--- src/design/com_defs.svh ---
// Shared constants. Bank sizes must stay even, FIFO depths must be powers of two
`ifndef COM_DEFS_SVH
`define COM_DEFS_SVH

// ----------------------------------------
// Receive word decode
// ----------------------------------------
`define COM_MAGIC    8'h77       // Required in bits [7:0]
`define TYPE_LOOP    2'd2        // Loopback, also tx tag
`define TYPE_CMD     2'd3        // Command, also tx tag

`define F_MAGIC      7:0
`define F_TYPE       9:8
`define F_CTX        11:10       // Loopback context
`define F_RD         12          // Read flag
`define F_WR         13          // Write flag
`define F_ADDR       31:16       // Byte address, bit 15 picks rw bank
`define F_MASK       47:32
`define F_VALUE      63:48
`define F_PAYLOAD    63:32       // Loopback data

// ----------------------------------------
// Register banks
// ----------------------------------------
`define RO_MAGIC     16'hAB89
`define RW_MAGIC     16'hEFCD
`define RO_BYTES     32'd24
`define RW_BYTES     32'd16
`define MAGIC_OFS    0           // Both banks
`define BYTES_OFS    4           // Both banks, 32 bits
`define VER_OFS      8           // Major here, minor at +1
`define VER_MAJOR    8'h01
`define VER_MINOR    8'h02
`define UPTIME_OFS   16          // 64-bit free-running count
`define SCRATCH_OFS  8           // 64-bit scratch in rw bank

// ----------------------------------------
// Buffering
// ----------------------------------------
`define LOOP_DEPTH   16
`define CMD_DEPTH    16
`define CMD_AFULL    12          // Response FIFO stop level

`endif

--- src/design/com_pkg.sv ---
// Payload types of the host link; field layouts must match the receive word decode
package com_pkg;

    // Loopback entry, context rides above the data
    typedef struct packed {
        logic [1:0]  ctx;
        logic [31:0] data;
    } loop_word_t;

    // Full 64-bit receive word, kept whole for commands
    typedef logic [63:0] cmd_word_t;

    // Response entry, address in upper half of data
    typedef struct packed {
        logic [1:0]  ctx;
        logic [31:0] data;
    } resp_word_t;

    // Byte address; top bit picks rw bank, bit 0 ignored
    typedef logic [15:0] reg_addr_t;

    // One register half-word
    typedef logic [15:0] reg_data_t;

endpackage

--- src/design/com_fifo_top.sv ---
// Host-link command and loopback unit; receive side has no ready, words to a full FIFO are lost
`include "com_defs.svh"

module com_fifo_top (
    input  logic               clk,
    input  logic               rst,
    input  com_pkg::cmd_word_t i_rx_data,
    input  logic               i_rx_valid,
    output logic [31:0]        o_tx_data,
    output logic [1:0]         o_tx_tag,
    output logic [1:0]         o_tx_ctx,
    output logic               o_tx_valid,
    input  logic               i_tx_ready
);

    import com_pkg::*;

    // Loopback path
    logic       loop_wr;
    loop_word_t loop_din;
    loop_word_t loop_dout;
    logic       loop_valid;
    logic       loop_pop;

    // Command path
    logic       cmd_wr;
    cmd_word_t  cmd_din;
    cmd_word_t  cmd_dout;
    logic       cmd_valid;
    logic       cmd_pop;

    // Register file access
    reg_addr_t  rd_addr;
    reg_data_t  rd_data;
    logic       wr_en;
    reg_addr_t  wr_addr;
    reg_data_t  wr_mask;
    reg_data_t  wr_value;

    // Response path
    logic       resp_wr;
    resp_word_t resp_din;
    resp_word_t resp_dout;
    logic       resp_valid;
    logic       resp_pop;
    logic       resp_afull;

    // ----------------------------------------
    // Receive side
    // ----------------------------------------
    rx_router u_rx_router (
        .i_rx_data   (i_rx_data),
        .i_rx_valid  (i_rx_valid),
        .o_loop_wr   (loop_wr),
        .o_loop_word (loop_din),
        .o_cmd_wr    (cmd_wr),
        .o_cmd_word  (cmd_din)
    );

    sync_fifo #(
        .DEPTH (`LOOP_DEPTH),
        .AFULL (`LOOP_DEPTH),
        .T     (loop_word_t)
    ) loop_fifo (
        .clk           (clk),
        .rst           (rst),
        .i_wr_en       (loop_wr),
        .i_din         (loop_din),
        .i_rd_en       (loop_pop),
        .o_dout        (loop_dout),
        .o_valid       (loop_valid),
        .o_full        (),
        .o_almost_full ()
    );

    sync_fifo #(
        .DEPTH (`CMD_DEPTH),
        .AFULL (`CMD_DEPTH),
        .T     (cmd_word_t)
    ) cmd_rx_fifo (
        .clk           (clk),
        .rst           (rst),
        .i_wr_en       (cmd_wr),
        .i_din         (cmd_din),
        .i_rd_en       (cmd_pop),
        .o_dout        (cmd_dout),
        .o_valid       (cmd_valid),
        .o_full        (),
        .o_almost_full ()
    );

    // ----------------------------------------
    // Command engine and registers
    // ----------------------------------------
    ctl_engine u_ctl_engine (
        .clk          (clk),
        .rst          (rst),
        .i_cmd_valid  (cmd_valid),
        .i_cmd_word   (cmd_dout),
        .o_cmd_pop    (cmd_pop),
        .o_rd_addr    (rd_addr),
        .i_rd_data    (rd_data),
        .o_wr_en      (wr_en),
        .o_wr_addr    (wr_addr),
        .o_wr_mask    (wr_mask),
        .o_wr_value   (wr_value),
        .o_resp_wr    (resp_wr),
        .o_resp_word  (resp_din),
        .i_resp_afull (resp_afull)
    );

    ctl_regfile u_ctl_regfile (
        .clk        (clk),
        .rst        (rst),
        .i_rd_addr  (rd_addr),
        .o_rd_data  (rd_data),
        .i_wr_en    (wr_en),
        .i_wr_addr  (wr_addr),
        .i_wr_mask  (wr_mask),
        .i_wr_value (wr_value)
    );

    sync_fifo #(
        .DEPTH (`CMD_DEPTH),
        .AFULL (`CMD_AFULL),
        .T     (resp_word_t)
    ) resp_fifo (
        .clk           (clk),
        .rst           (rst),
        .i_wr_en       (resp_wr),
        .i_din         (resp_din),
        .i_rd_en       (resp_pop),
        .o_dout        (resp_dout),
        .o_valid       (resp_valid),
        .o_full        (),
        .o_almost_full (resp_afull)
    );

    // ----------------------------------------
    // Transmit side
    // ----------------------------------------
    tx_arbiter u_tx_arbiter (
        .clk          (clk),
        .rst          (rst),
        .i_loop_valid (loop_valid),
        .i_loop_word  (loop_dout),
        .o_loop_pop   (loop_pop),
        .i_resp_valid (resp_valid),
        .i_resp_word  (resp_dout),
        .o_resp_pop   (resp_pop),
        .o_tx_data    (o_tx_data),
        .o_tx_tag     (o_tx_tag),
        .o_tx_ctx     (o_tx_ctx),
        .o_tx_valid   (o_tx_valid),
        .i_tx_ready   (i_tx_ready)
    );

endmodule

--- src/design/ctl_engine.sv ---
// Command executor; one command per cycle, stalls only on response FIFO almost-full
`include "com_defs.svh"

module ctl_engine (
    input  logic                clk,
    input  logic                rst,
    input  logic                i_cmd_valid,
    input  com_pkg::cmd_word_t  i_cmd_word,
    output logic                o_cmd_pop,
    output com_pkg::reg_addr_t  o_rd_addr,
    input  com_pkg::reg_data_t  i_rd_data,
    output logic                o_wr_en,
    output com_pkg::reg_addr_t  o_wr_addr,
    output com_pkg::reg_data_t  o_wr_mask,
    output com_pkg::reg_data_t  o_wr_value,
    output logic                o_resp_wr,
    output com_pkg::resp_word_t o_resp_word,
    input  logic                i_resp_afull
);

    logic is_read;
    logic is_write;
    logic do_read;      // Response needed this cycle

    // ----------------------------------------
    // Command decode
    // ----------------------------------------
    assign is_read  = i_cmd_word[`F_RD];
    assign is_write = i_cmd_word[`F_WR];

    // Back-pressure from response side
    assign o_cmd_pop = i_cmd_valid & ~i_resp_afull;
    assign do_read   = o_cmd_pop & is_read;

    // Register file access, same address for both
    assign o_rd_addr  = i_cmd_word[`F_ADDR];
    assign o_wr_addr  = i_cmd_word[`F_ADDR];
    assign o_wr_mask  = i_cmd_word[`F_MASK];
    assign o_wr_value = i_cmd_word[`F_VALUE];
    assign o_wr_en    = o_cmd_pop & is_write;  // Commits at pop edge

    // ----------------------------------------
    // Response stage
    // ----------------------------------------
    always_ff @(posedge clk) begin
        if (rst)
            o_resp_wr <= 1'b0;
        else
            o_resp_wr <= do_read;
    end

    // Read data sampled before any write lands, so read+write returns old value
    always_ff @(posedge clk) begin
        if (do_read) begin
            o_resp_word.data <= {o_rd_addr, i_rd_data};
            o_resp_word.ctx  <= 2'b00;
        end
    end

endmodule

--- src/design/ctl_regfile.sv ---
// Half-word register banks; reads are combinational, writes land on the clock edge, rw bank only
`include "com_defs.svh"

module ctl_regfile (
    input  logic               clk,
    input  logic               rst,
    input  com_pkg::reg_addr_t i_rd_addr,
    output com_pkg::reg_data_t o_rd_data,
    input  logic               i_wr_en,
    input  com_pkg::reg_addr_t i_wr_addr,
    input  com_pkg::reg_data_t i_wr_mask,
    input  com_pkg::reg_data_t i_wr_value
);

    import com_pkg::*;

    localparam int RO_BITS = `RO_BYTES * 8;
    localparam int RW_BITS = `RW_BYTES * 8;
    localparam int RO_IW   = $clog2(`RO_BYTES / 2);    // Half-word index widths
    localparam int RW_IW   = $clog2(`RW_BYTES / 2);

    logic [RO_BITS-1:0] ro;             // Constants plus uptime
    logic [RW_BITS-1:0] rw;             // Host-writable bank
    logic [63:0]        uptime;
    logic [RO_IW-1:0]   rd_ro_idx;
    logic [RW_IW-1:0]   rd_rw_idx;
    logic [RW_IW-1:0]   wr_idx;
    logic               rd_ro_hit;
    logic               rd_rw_hit;
    logic               wr_hit;
    reg_data_t          ro_half;
    reg_data_t          rw_half;

    // Free-running tick count
    always_ff @(posedge clk) begin
        if (rst)
            uptime <= '0;
        else
            uptime <= uptime + 64'd1;
    end

    // ----------------------------------------
    // Read-only bank
    // ----------------------------------------
    always_comb begin
        ro = '0;                                    // Gaps read zero
        ro[`MAGIC_OFS*8 +: 16]    = `RO_MAGIC;
        ro[`BYTES_OFS*8 +: 32]    = `RO_BYTES;
        ro[`VER_OFS*8 +: 8]       = `VER_MAJOR;
        ro[(`VER_OFS+1)*8 +: 8]   = `VER_MINOR;
        ro[`UPTIME_OFS*8 +: 64]   = uptime;
    end

    // ----------------------------------------
    // Read path
    // ----------------------------------------
    assign rd_ro_idx = i_rd_addr[RO_IW:1];          // Bit 0 dropped
    assign rd_rw_idx = i_rd_addr[RW_IW:1];
    assign rd_ro_hit = ~i_rd_addr[15] & (i_rd_addr[14:0] < 15'(`RO_BYTES));
    assign rd_rw_hit =  i_rd_addr[15] & (i_rd_addr[14:0] < 15'(`RW_BYTES));

    assign ro_half = ro[rd_ro_idx*16 +: 16];
    assign rw_half = rw[rd_rw_idx*16 +: 16];

    // Zero past either bank end
    assign o_rd_data = rd_ro_hit ? ro_half :
                       rd_rw_hit ? rw_half : '0;

    // ----------------------------------------
    // Write path
    // ----------------------------------------
    assign wr_idx = i_wr_addr[RW_IW:1];
    assign wr_hit = i_wr_en & i_wr_addr[15] & (i_wr_addr[14:0] < 15'(`RW_BYTES));

    always_ff @(posedge clk) begin
        if (rst) begin
            rw                        <= '0;
            rw[`MAGIC_OFS*8 +: 16]    <= `RW_MAGIC;
            rw[`BYTES_OFS*8 +: 32]    <= `RW_BYTES;
            rw[`SCRATCH_OFS*8 +: 64]  <= 64'h0;      // Scratch starts clear
        end
        else if (wr_hit) begin
            // Only mask-one bits change
            rw[wr_idx*16 +: 16] <= (rw[wr_idx*16 +: 16] & ~i_wr_mask) |
                                   (i_wr_value & i_wr_mask);
        end
    end

endmodule

--- src/design/rx_router.sv ---
// Combinational receive decode; no back-pressure, so a word for a full FIFO is lost downstream
`include "com_defs.svh"

module rx_router (
    input  com_pkg::cmd_word_t  i_rx_data,
    input  logic                i_rx_valid,
    output logic                o_loop_wr,
    output com_pkg::loop_word_t o_loop_word,
    output logic                o_cmd_wr,
    output com_pkg::cmd_word_t  o_cmd_word
);

    logic magic_ok;     // Framing byte matches
    logic is_loop;
    logic is_cmd;

    assign magic_ok = i_rx_valid & (i_rx_data[`F_MAGIC] == `COM_MAGIC);
    assign is_loop  = (i_rx_data[`F_TYPE] == `TYPE_LOOP);
    assign is_cmd   = (i_rx_data[`F_TYPE] == `TYPE_CMD);

    // ----------------------------------------
    // FIFO write strobes
    // ----------------------------------------
    // Types 00 and 01 fall through here and vanish
    assign o_loop_wr = magic_ok & is_loop;
    assign o_cmd_wr  = magic_ok & is_cmd;

    // Loopback keeps payload and context only
    assign o_loop_word.data = i_rx_data[`F_PAYLOAD];
    assign o_loop_word.ctx  = i_rx_data[`F_CTX];

    assign o_cmd_word = i_rx_data;      // Engine decodes fields itself

endmodule

--- src/design/sync_fifo.sv ---
// Show-ahead FIFO; DEPTH must be a power of two, writes when full and reads when empty are dropped
module sync_fifo #(
    parameter int  DEPTH = 16,
    parameter int  AFULL = 12,
    parameter type T     = logic [31:0]
) (
    input  logic clk,
    input  logic rst,
    input  logic i_wr_en,
    input  T     i_din,
    input  logic i_rd_en,
    output T     o_dout,
    output logic o_valid,
    output logic o_full,
    output logic o_almost_full
);

    localparam int AW = $clog2(DEPTH);
    localparam int CW = $clog2(DEPTH + 1);

    T               mem [DEPTH];    // Storage, no reset
    logic [AW-1:0]  wr_ptr;
    logic [AW-1:0]  rd_ptr;
    logic [CW-1:0]  count;          // Fill level
    logic           do_wr;
    logic           do_rd;

    assign do_wr = i_wr_en & ~o_full;     // Drop on full
    assign do_rd = i_rd_en & o_valid;     // Ignore on empty

    // ----------------------------------------
    // Status
    // ----------------------------------------
    assign o_valid       = (count != '0);
    assign o_full        = (count == CW'(DEPTH));
    assign o_almost_full = (count >= CW'(AFULL));
    assign o_dout        = mem[rd_ptr];   // Head word shown ahead

    // Pointers and fill count
    always_ff @(posedge clk) begin
        if (rst) begin
            wr_ptr <= '0;
            rd_ptr <= '0;
            count  <= '0;
        end
        else begin
            if (do_wr)
                wr_ptr <= wr_ptr + 1'b1;    // Wraps at DEPTH
            if (do_rd)
                rd_ptr <= rd_ptr + 1'b1;
            if (do_wr && !do_rd)
                count <= count + 1'b1;
            else if (do_rd && !do_wr)
                count <= count - 1'b1;
        end
    end

    // Payload write
    always_ff @(posedge clk) begin
        if (do_wr)
            mem[wr_ptr] <= i_din;
    end

endmodule

--- src/design/tx_arbiter.sv ---
// Two-source fixed-priority merge; loopback always wins, output held stable while not ready
`include "com_defs.svh"

module tx_arbiter (
    input  logic                clk,
    input  logic                rst,
    input  logic                i_loop_valid,
    input  com_pkg::loop_word_t i_loop_word,
    output logic                o_loop_pop,
    input  logic                i_resp_valid,
    input  com_pkg::resp_word_t i_resp_word,
    output logic                o_resp_pop,
    output logic [31:0]         o_tx_data,
    output logic [1:0]          o_tx_tag,
    output logic [1:0]          o_tx_ctx,
    output logic                o_tx_valid,
    input  logic                i_tx_ready
);

    logic take;         // Output slot free or draining

    assign take       = ~o_tx_valid | i_tx_ready;
    assign o_loop_pop = take & i_loop_valid;
    assign o_resp_pop = take & ~i_loop_valid & i_resp_valid;   // Only when loop empty

    // ----------------------------------------
    // Output register
    // ----------------------------------------
    always_ff @(posedge clk) begin
        if (rst)
            o_tx_valid <= 1'b0;
        else if (take)
            o_tx_valid <= i_loop_valid | i_resp_valid;
    end

    always_ff @(posedge clk) begin
        if (o_loop_pop) begin
            o_tx_data <= i_loop_word.data;
            o_tx_tag  <= `TYPE_LOOP;
            o_tx_ctx  <= i_loop_word.ctx;
        end
        else if (o_resp_pop) begin
            o_tx_data <= i_resp_word.data;
            o_tx_tag  <= `TYPE_CMD;
            o_tx_ctx  <= i_resp_word.ctx;
        end
    end

endmodule

--- config.mk ---
export PLATFORM = sky130hd
export DESIGN_NAME = com_fifo_top
export DESIGN_NICKNAME = d
export VERILOG_FILES = /design/src/design/com_pkg.sv /design/src/design/com_fifo_top.sv /design/src/design/ctl_engine.sv /design/src/design/ctl_regfile.sv /design/src/design/rx_router.sv /design/src/design/sync_fifo.sv /design/src/design/tx_arbiter.sv
export VERILOG_INCLUDE_DIRS = /design/src /design/src/design
export SDC_FILE = /design/constraint.sdc
export NUM_CORES = 2
export LEC_CHECK = 0
export ABC_AREA = 1
export BUFFER_PORTS_ARGS = -buffer_cell sky130_fd_sc_hd__buf_2
export CAP_MARGIN = 20
export CORE_ASPECT_RATIO = 0.5
export CORE_MARGIN = 2
export CORE_UTILIZATION = 25
export CTS_CLUSTER_SIZE = 16
export DETAILED_ROUTE_END_ITERATION = 8
export PLACE_DENSITY = 0.4
export RECOVER_POWER = 50
export SYNTH_ARGS = -nofsm -noshare
export SYNTH_HDL_FRONTEND = slang
export SYNTH_SLANG_ARGS = --single-unit
--- constraint.sdc ---
create_clock -name clk -period 7 [get_ports clk]
set_input_delay 0.35 -clock clk [delete_from_list [all_inputs] [get_ports clk]]
set_output_delay 0.35 -clock clk [all_outputs]
set_load 0.05 [all_outputs]
==> results.txt <==
Synth area leaders: edfxtp_1 65%, dfxtp_1 5.6%, o21ai_0 3.8%, nand2_1 3.6%, nor2_1 3.0%
Fin Setup TNS: 0 ps
Max incr delay on CP: 850 ps
Largest family of logic cells by synthesized area: compound AO/OA/AOI/OAI gates
Cts bufs inserted: 226
Post-DRT Antenna Nets: 0
Worst Hold Path EP: u_tx_arbiter.o_tx_valid$_SDFFE_PP0P_
Startpoint types: flop
Setup violators final: 0
Max Cap Viol: 39
Global-route wire length before repair: 411000 um
Top cell family by delay on the critical path: buffers and inverters
# rows: 154
Hold buffer count at cts: 34
RSZ-0062 raised after global routing: false
GRT overflow: 0
DRT Pass-1 Iters: 8
Compound-Gate Fraction of Synth Area: 12.3%
Slowest cell on crit path: dfxtp_4
Gpl congestion: 0.757
Post-synthesis xor/xnor area fraction: 0.148%
Worst-Margin Slew: 3700 ps
Synthesized area: 88600 sq um
F_max: 0.182 GHz
Die W: 846 um
Maximum vdd drop: 324 uV
Yosys reg bits: 2168
Worst-path clk slew: 60 ps
Synth Area in Simple Gates: 10.7%
Kind of critical path: flop to flop
Worst EP arrival: 6320 ps
Post-synthesis mux area share: 1.45%
Reg2Reg Setup Slack: 1500 ps
DR vias/cell: 4.74
Dpl hpwl: 155000 um
Clock Root Buffer: clkbuf_16
H-tree Lvls: 4
Post-Synth Adder-Cell Area: 0.534%
Outcome: finished, violations left
Worst Hold Launch: i_tx_ready
Most common library cells after synthesis: 1922 x edfxtp_1, 850 x nand2_1, 698 x nor2_1
Placed cells: 11647
Class of the worst hold path: input pin to flop
Yosys warns: 0
WP buf/inv: 7
Layout Nets: 7333
Final period util: 78.5%
Remaining DRCs: 2
Share of the synthesized area in the top cell type: 65.2%
Die ar.: 359000 sq um
Number of I/O pins: 105
Area leader, netlist: edfxtp_1
DIE HEIGHT: 425 um
TritonCTS clock tree: done
Initial Utilization: 25.1%
Slew headroom: -146%
Unique masters post-synth: 63
Clock skew: 49.6 ps
Power per cell area: 383 nW/um^2
Largest net degree at the start of global routing: 159
Area Overhead vs Synth: 14.1%
Worst path cell trace: clkinv_8 > nand2_1 > nand3_1 > nand3_1 > nand3_2 > nand2_4 > clkinv_1 > buf_4 > ha_1 > buf_4 > clkinv_1 > nor2_2 > buf_4 > nand3_1 > nand2_1 > inv_1 > nor2_1
Vias in the first global route: 55585
Post_cts resized: 0
Reg2Reg Depth: 17
Pins Over Slew Limit: 1291
Clk sink count: 2168
P_leak: 32.6 nW
Fill count: 36079
DR vias: 57297
Syn_nets: 7326
Syn avg cell area: 12.3 sq um
Ys async rst share: 0%
Core Footprint: 352000 sq um
FF-to-FF End: u_ctl_regfile.rw[104]$_SDFFE_PP0P_
Post-synth EDFFs: 1922
Postcts setup bufs: 0
I/O Buffers: 101
Share of post-route cells with drive strength above 1: 7.62%
Clock Tree Buf Depth: 4
Worst-path fanout max: 129
Syn Inst Count: 7222
Worst path required time: 7820 ps
Iteration-0 DRC Markers: 4951
Seq/Total Area, Yosys: 70.7%
CP Capture Type: flop
Failing checks: DRC, capacitance limit, slew limit
Final worst path period need: 5500 ps
Post-Route WL: 287000 um
Most frequent cell after synthesis: edfxtp_1
Worst-skew pair later-pin latency: 900 ps
Antenna violations before repair: 29
Layout Cells excl Fill: 12083
Synth Flop Type: edfxtp_1
WL per Instance: 23.7 um
Final Hold Fails: 0
Hold path cells: 4
Global Route Usage Sum: 15.5%
[state kept, by name, summed over array words and instances, names as in the netlist, named ones only]
signal	count
cmd_rx_fifo.count	5
cmd_rx_fifo.mem	800
cmd_rx_fifo.rd_ptr	4
cmd_rx_fifo.wr_ptr	4
loop_fifo.count	5
loop_fifo.mem	544
loop_fifo.rd_ptr	4
loop_fifo.wr_ptr	4
resp_fifo.count	5
resp_fifo.mem	512
resp_fifo.rd_ptr	4
resp_fifo.wr_ptr	4
u_ctl_engine.o_resp_word	32
u_ctl_engine.o_resp_wr	1
u_ctl_regfile.rw	128
u_ctl_regfile.uptime	64
u_tx_arbiter.o_tx_ctx	2
u_tx_arbiter.o_tx_data	32
u_tx_arbiter.o_tx_tag	1
u_tx_arbiter.o_tx_valid	1
[routing by layer]
layer	global-route usage (%)	part of all wire (%)
met1	22.1	47
met2	24.9	46
met3	2.11	4.6
met4	3.47	2.2
met5	0	0.035
[cells in the final DEF, fill, tap and decap left out, drive strengths merged, types with 4 or more instances in the layout]
master,n
a22oi,4
o21ai,739
nand3,454
a211oi,9
nor3,56
o22ai,43
mux2i,128
bufinv,11
inv,370
o221ai,98
dlygate4sd3,34
buf,136
a221o,33
edfxtp,1922
a32oi,18
o31ai,8
xor2,10
a21oi,498
xnor2,5
ha,33
clkinv,91
dfxtp,246
a221oi,64
clkbuf,390
o21bai,64
nor4,17
a32o,16
nor2,718
a31oi,36
nand4,54
nand2,882
nor3b,8
o211ai,177
[stage by stage]
step | hold slack [ps] | setup slack, ps | utilization (%) | area, sq um | power (mW)
after floorplan | 430 | 3310 | - | 88600 | 23.1
after global placement | 444 | 1440 | 26.7 | 94200 | 27.6
after detailed placement | 451 | 1410 | 26.7 | 94200 | 27.6
after CTS | 2.22 | 1390 | 28.8 | 101000 | 39.3
after global routing | 79.7 | 1090 | 28.7 | 101000 | 40.7
final | 72.4 | 1500 | 28.7 | 101000 | 38.7
[worst max path at each step]
stage / endpoint / startpoint / depth (start not counted)
after floorplan: cmd_rx_fifo.mem[11][12]$_DFFE_PP_ / i_rx_data[7] / 7
after global placement: u_ctl_regfile.rw[40]$_SDFFE_PP0P_ / flop / 17
after detailed placement: u_ctl_regfile.rw[104]$_SDFFE_PP0P_ / flop / 17
after CTS: u_ctl_regfile.rw[104]$_SDFFE_PP0P_ / flop / 17
after global routing: u_ctl_regfile.rw[102]$_SDFFE_PP0P_ / flop / 17
final: u_ctl_regfile.rw[104]$_SDFFE_PP0P_ / flop / 17
[where the power goes]
group          internal, mW  switching (mW)  leakage, nW
logic                  2.74            8.42         9.91
registers              15.1           0.834         19.3
clock network          6.43            5.13         3.32
total                  24.3            14.4         32.6
[logic make-up after synthesis]
| group | after synthesis |
|---|---|
| buffers and inverters | 857 |
| AO/OA/AOI/OAI | 1821 |
| XOR/XNOR | 15 |
| multiplexers | 128 |
| adder cells (fa/ha/maj) | 36 |
| other | 1 |
| flip-flops | 2168 |
| AND/OR/NAND/NOR | 2196 |
[final cells by class]
| type | count | area, sq um | area share (%) |
|---|---|---|---|
| Timing Repair Buffer | 264 | 1870 | 1.85 |
| Antenna cell | 3 | 7.51 | 0.00743 |
| Tap cell | 4680 | 5860 | 5.79 |
| Inverter | 372 | 1440 | 1.42 |
| Sequential cell | 2168 | 62700 | 62.0 |
| Clock buffer | 296 | 6050 | 5.99 |
| Multi-Input combinational cell | 4197 | 22400 | 22.2 |
| Clock inverter | 103 | 757 | 0.749 |
[worst min-delay path, delay by kind of cell]
kind	cells	cell delay, ps
buffers and inverters	2	200
AOI/OAI and AO/OA	1	200
and+or+nand+nor	1	110
Power figures use the tool's default switching activity.
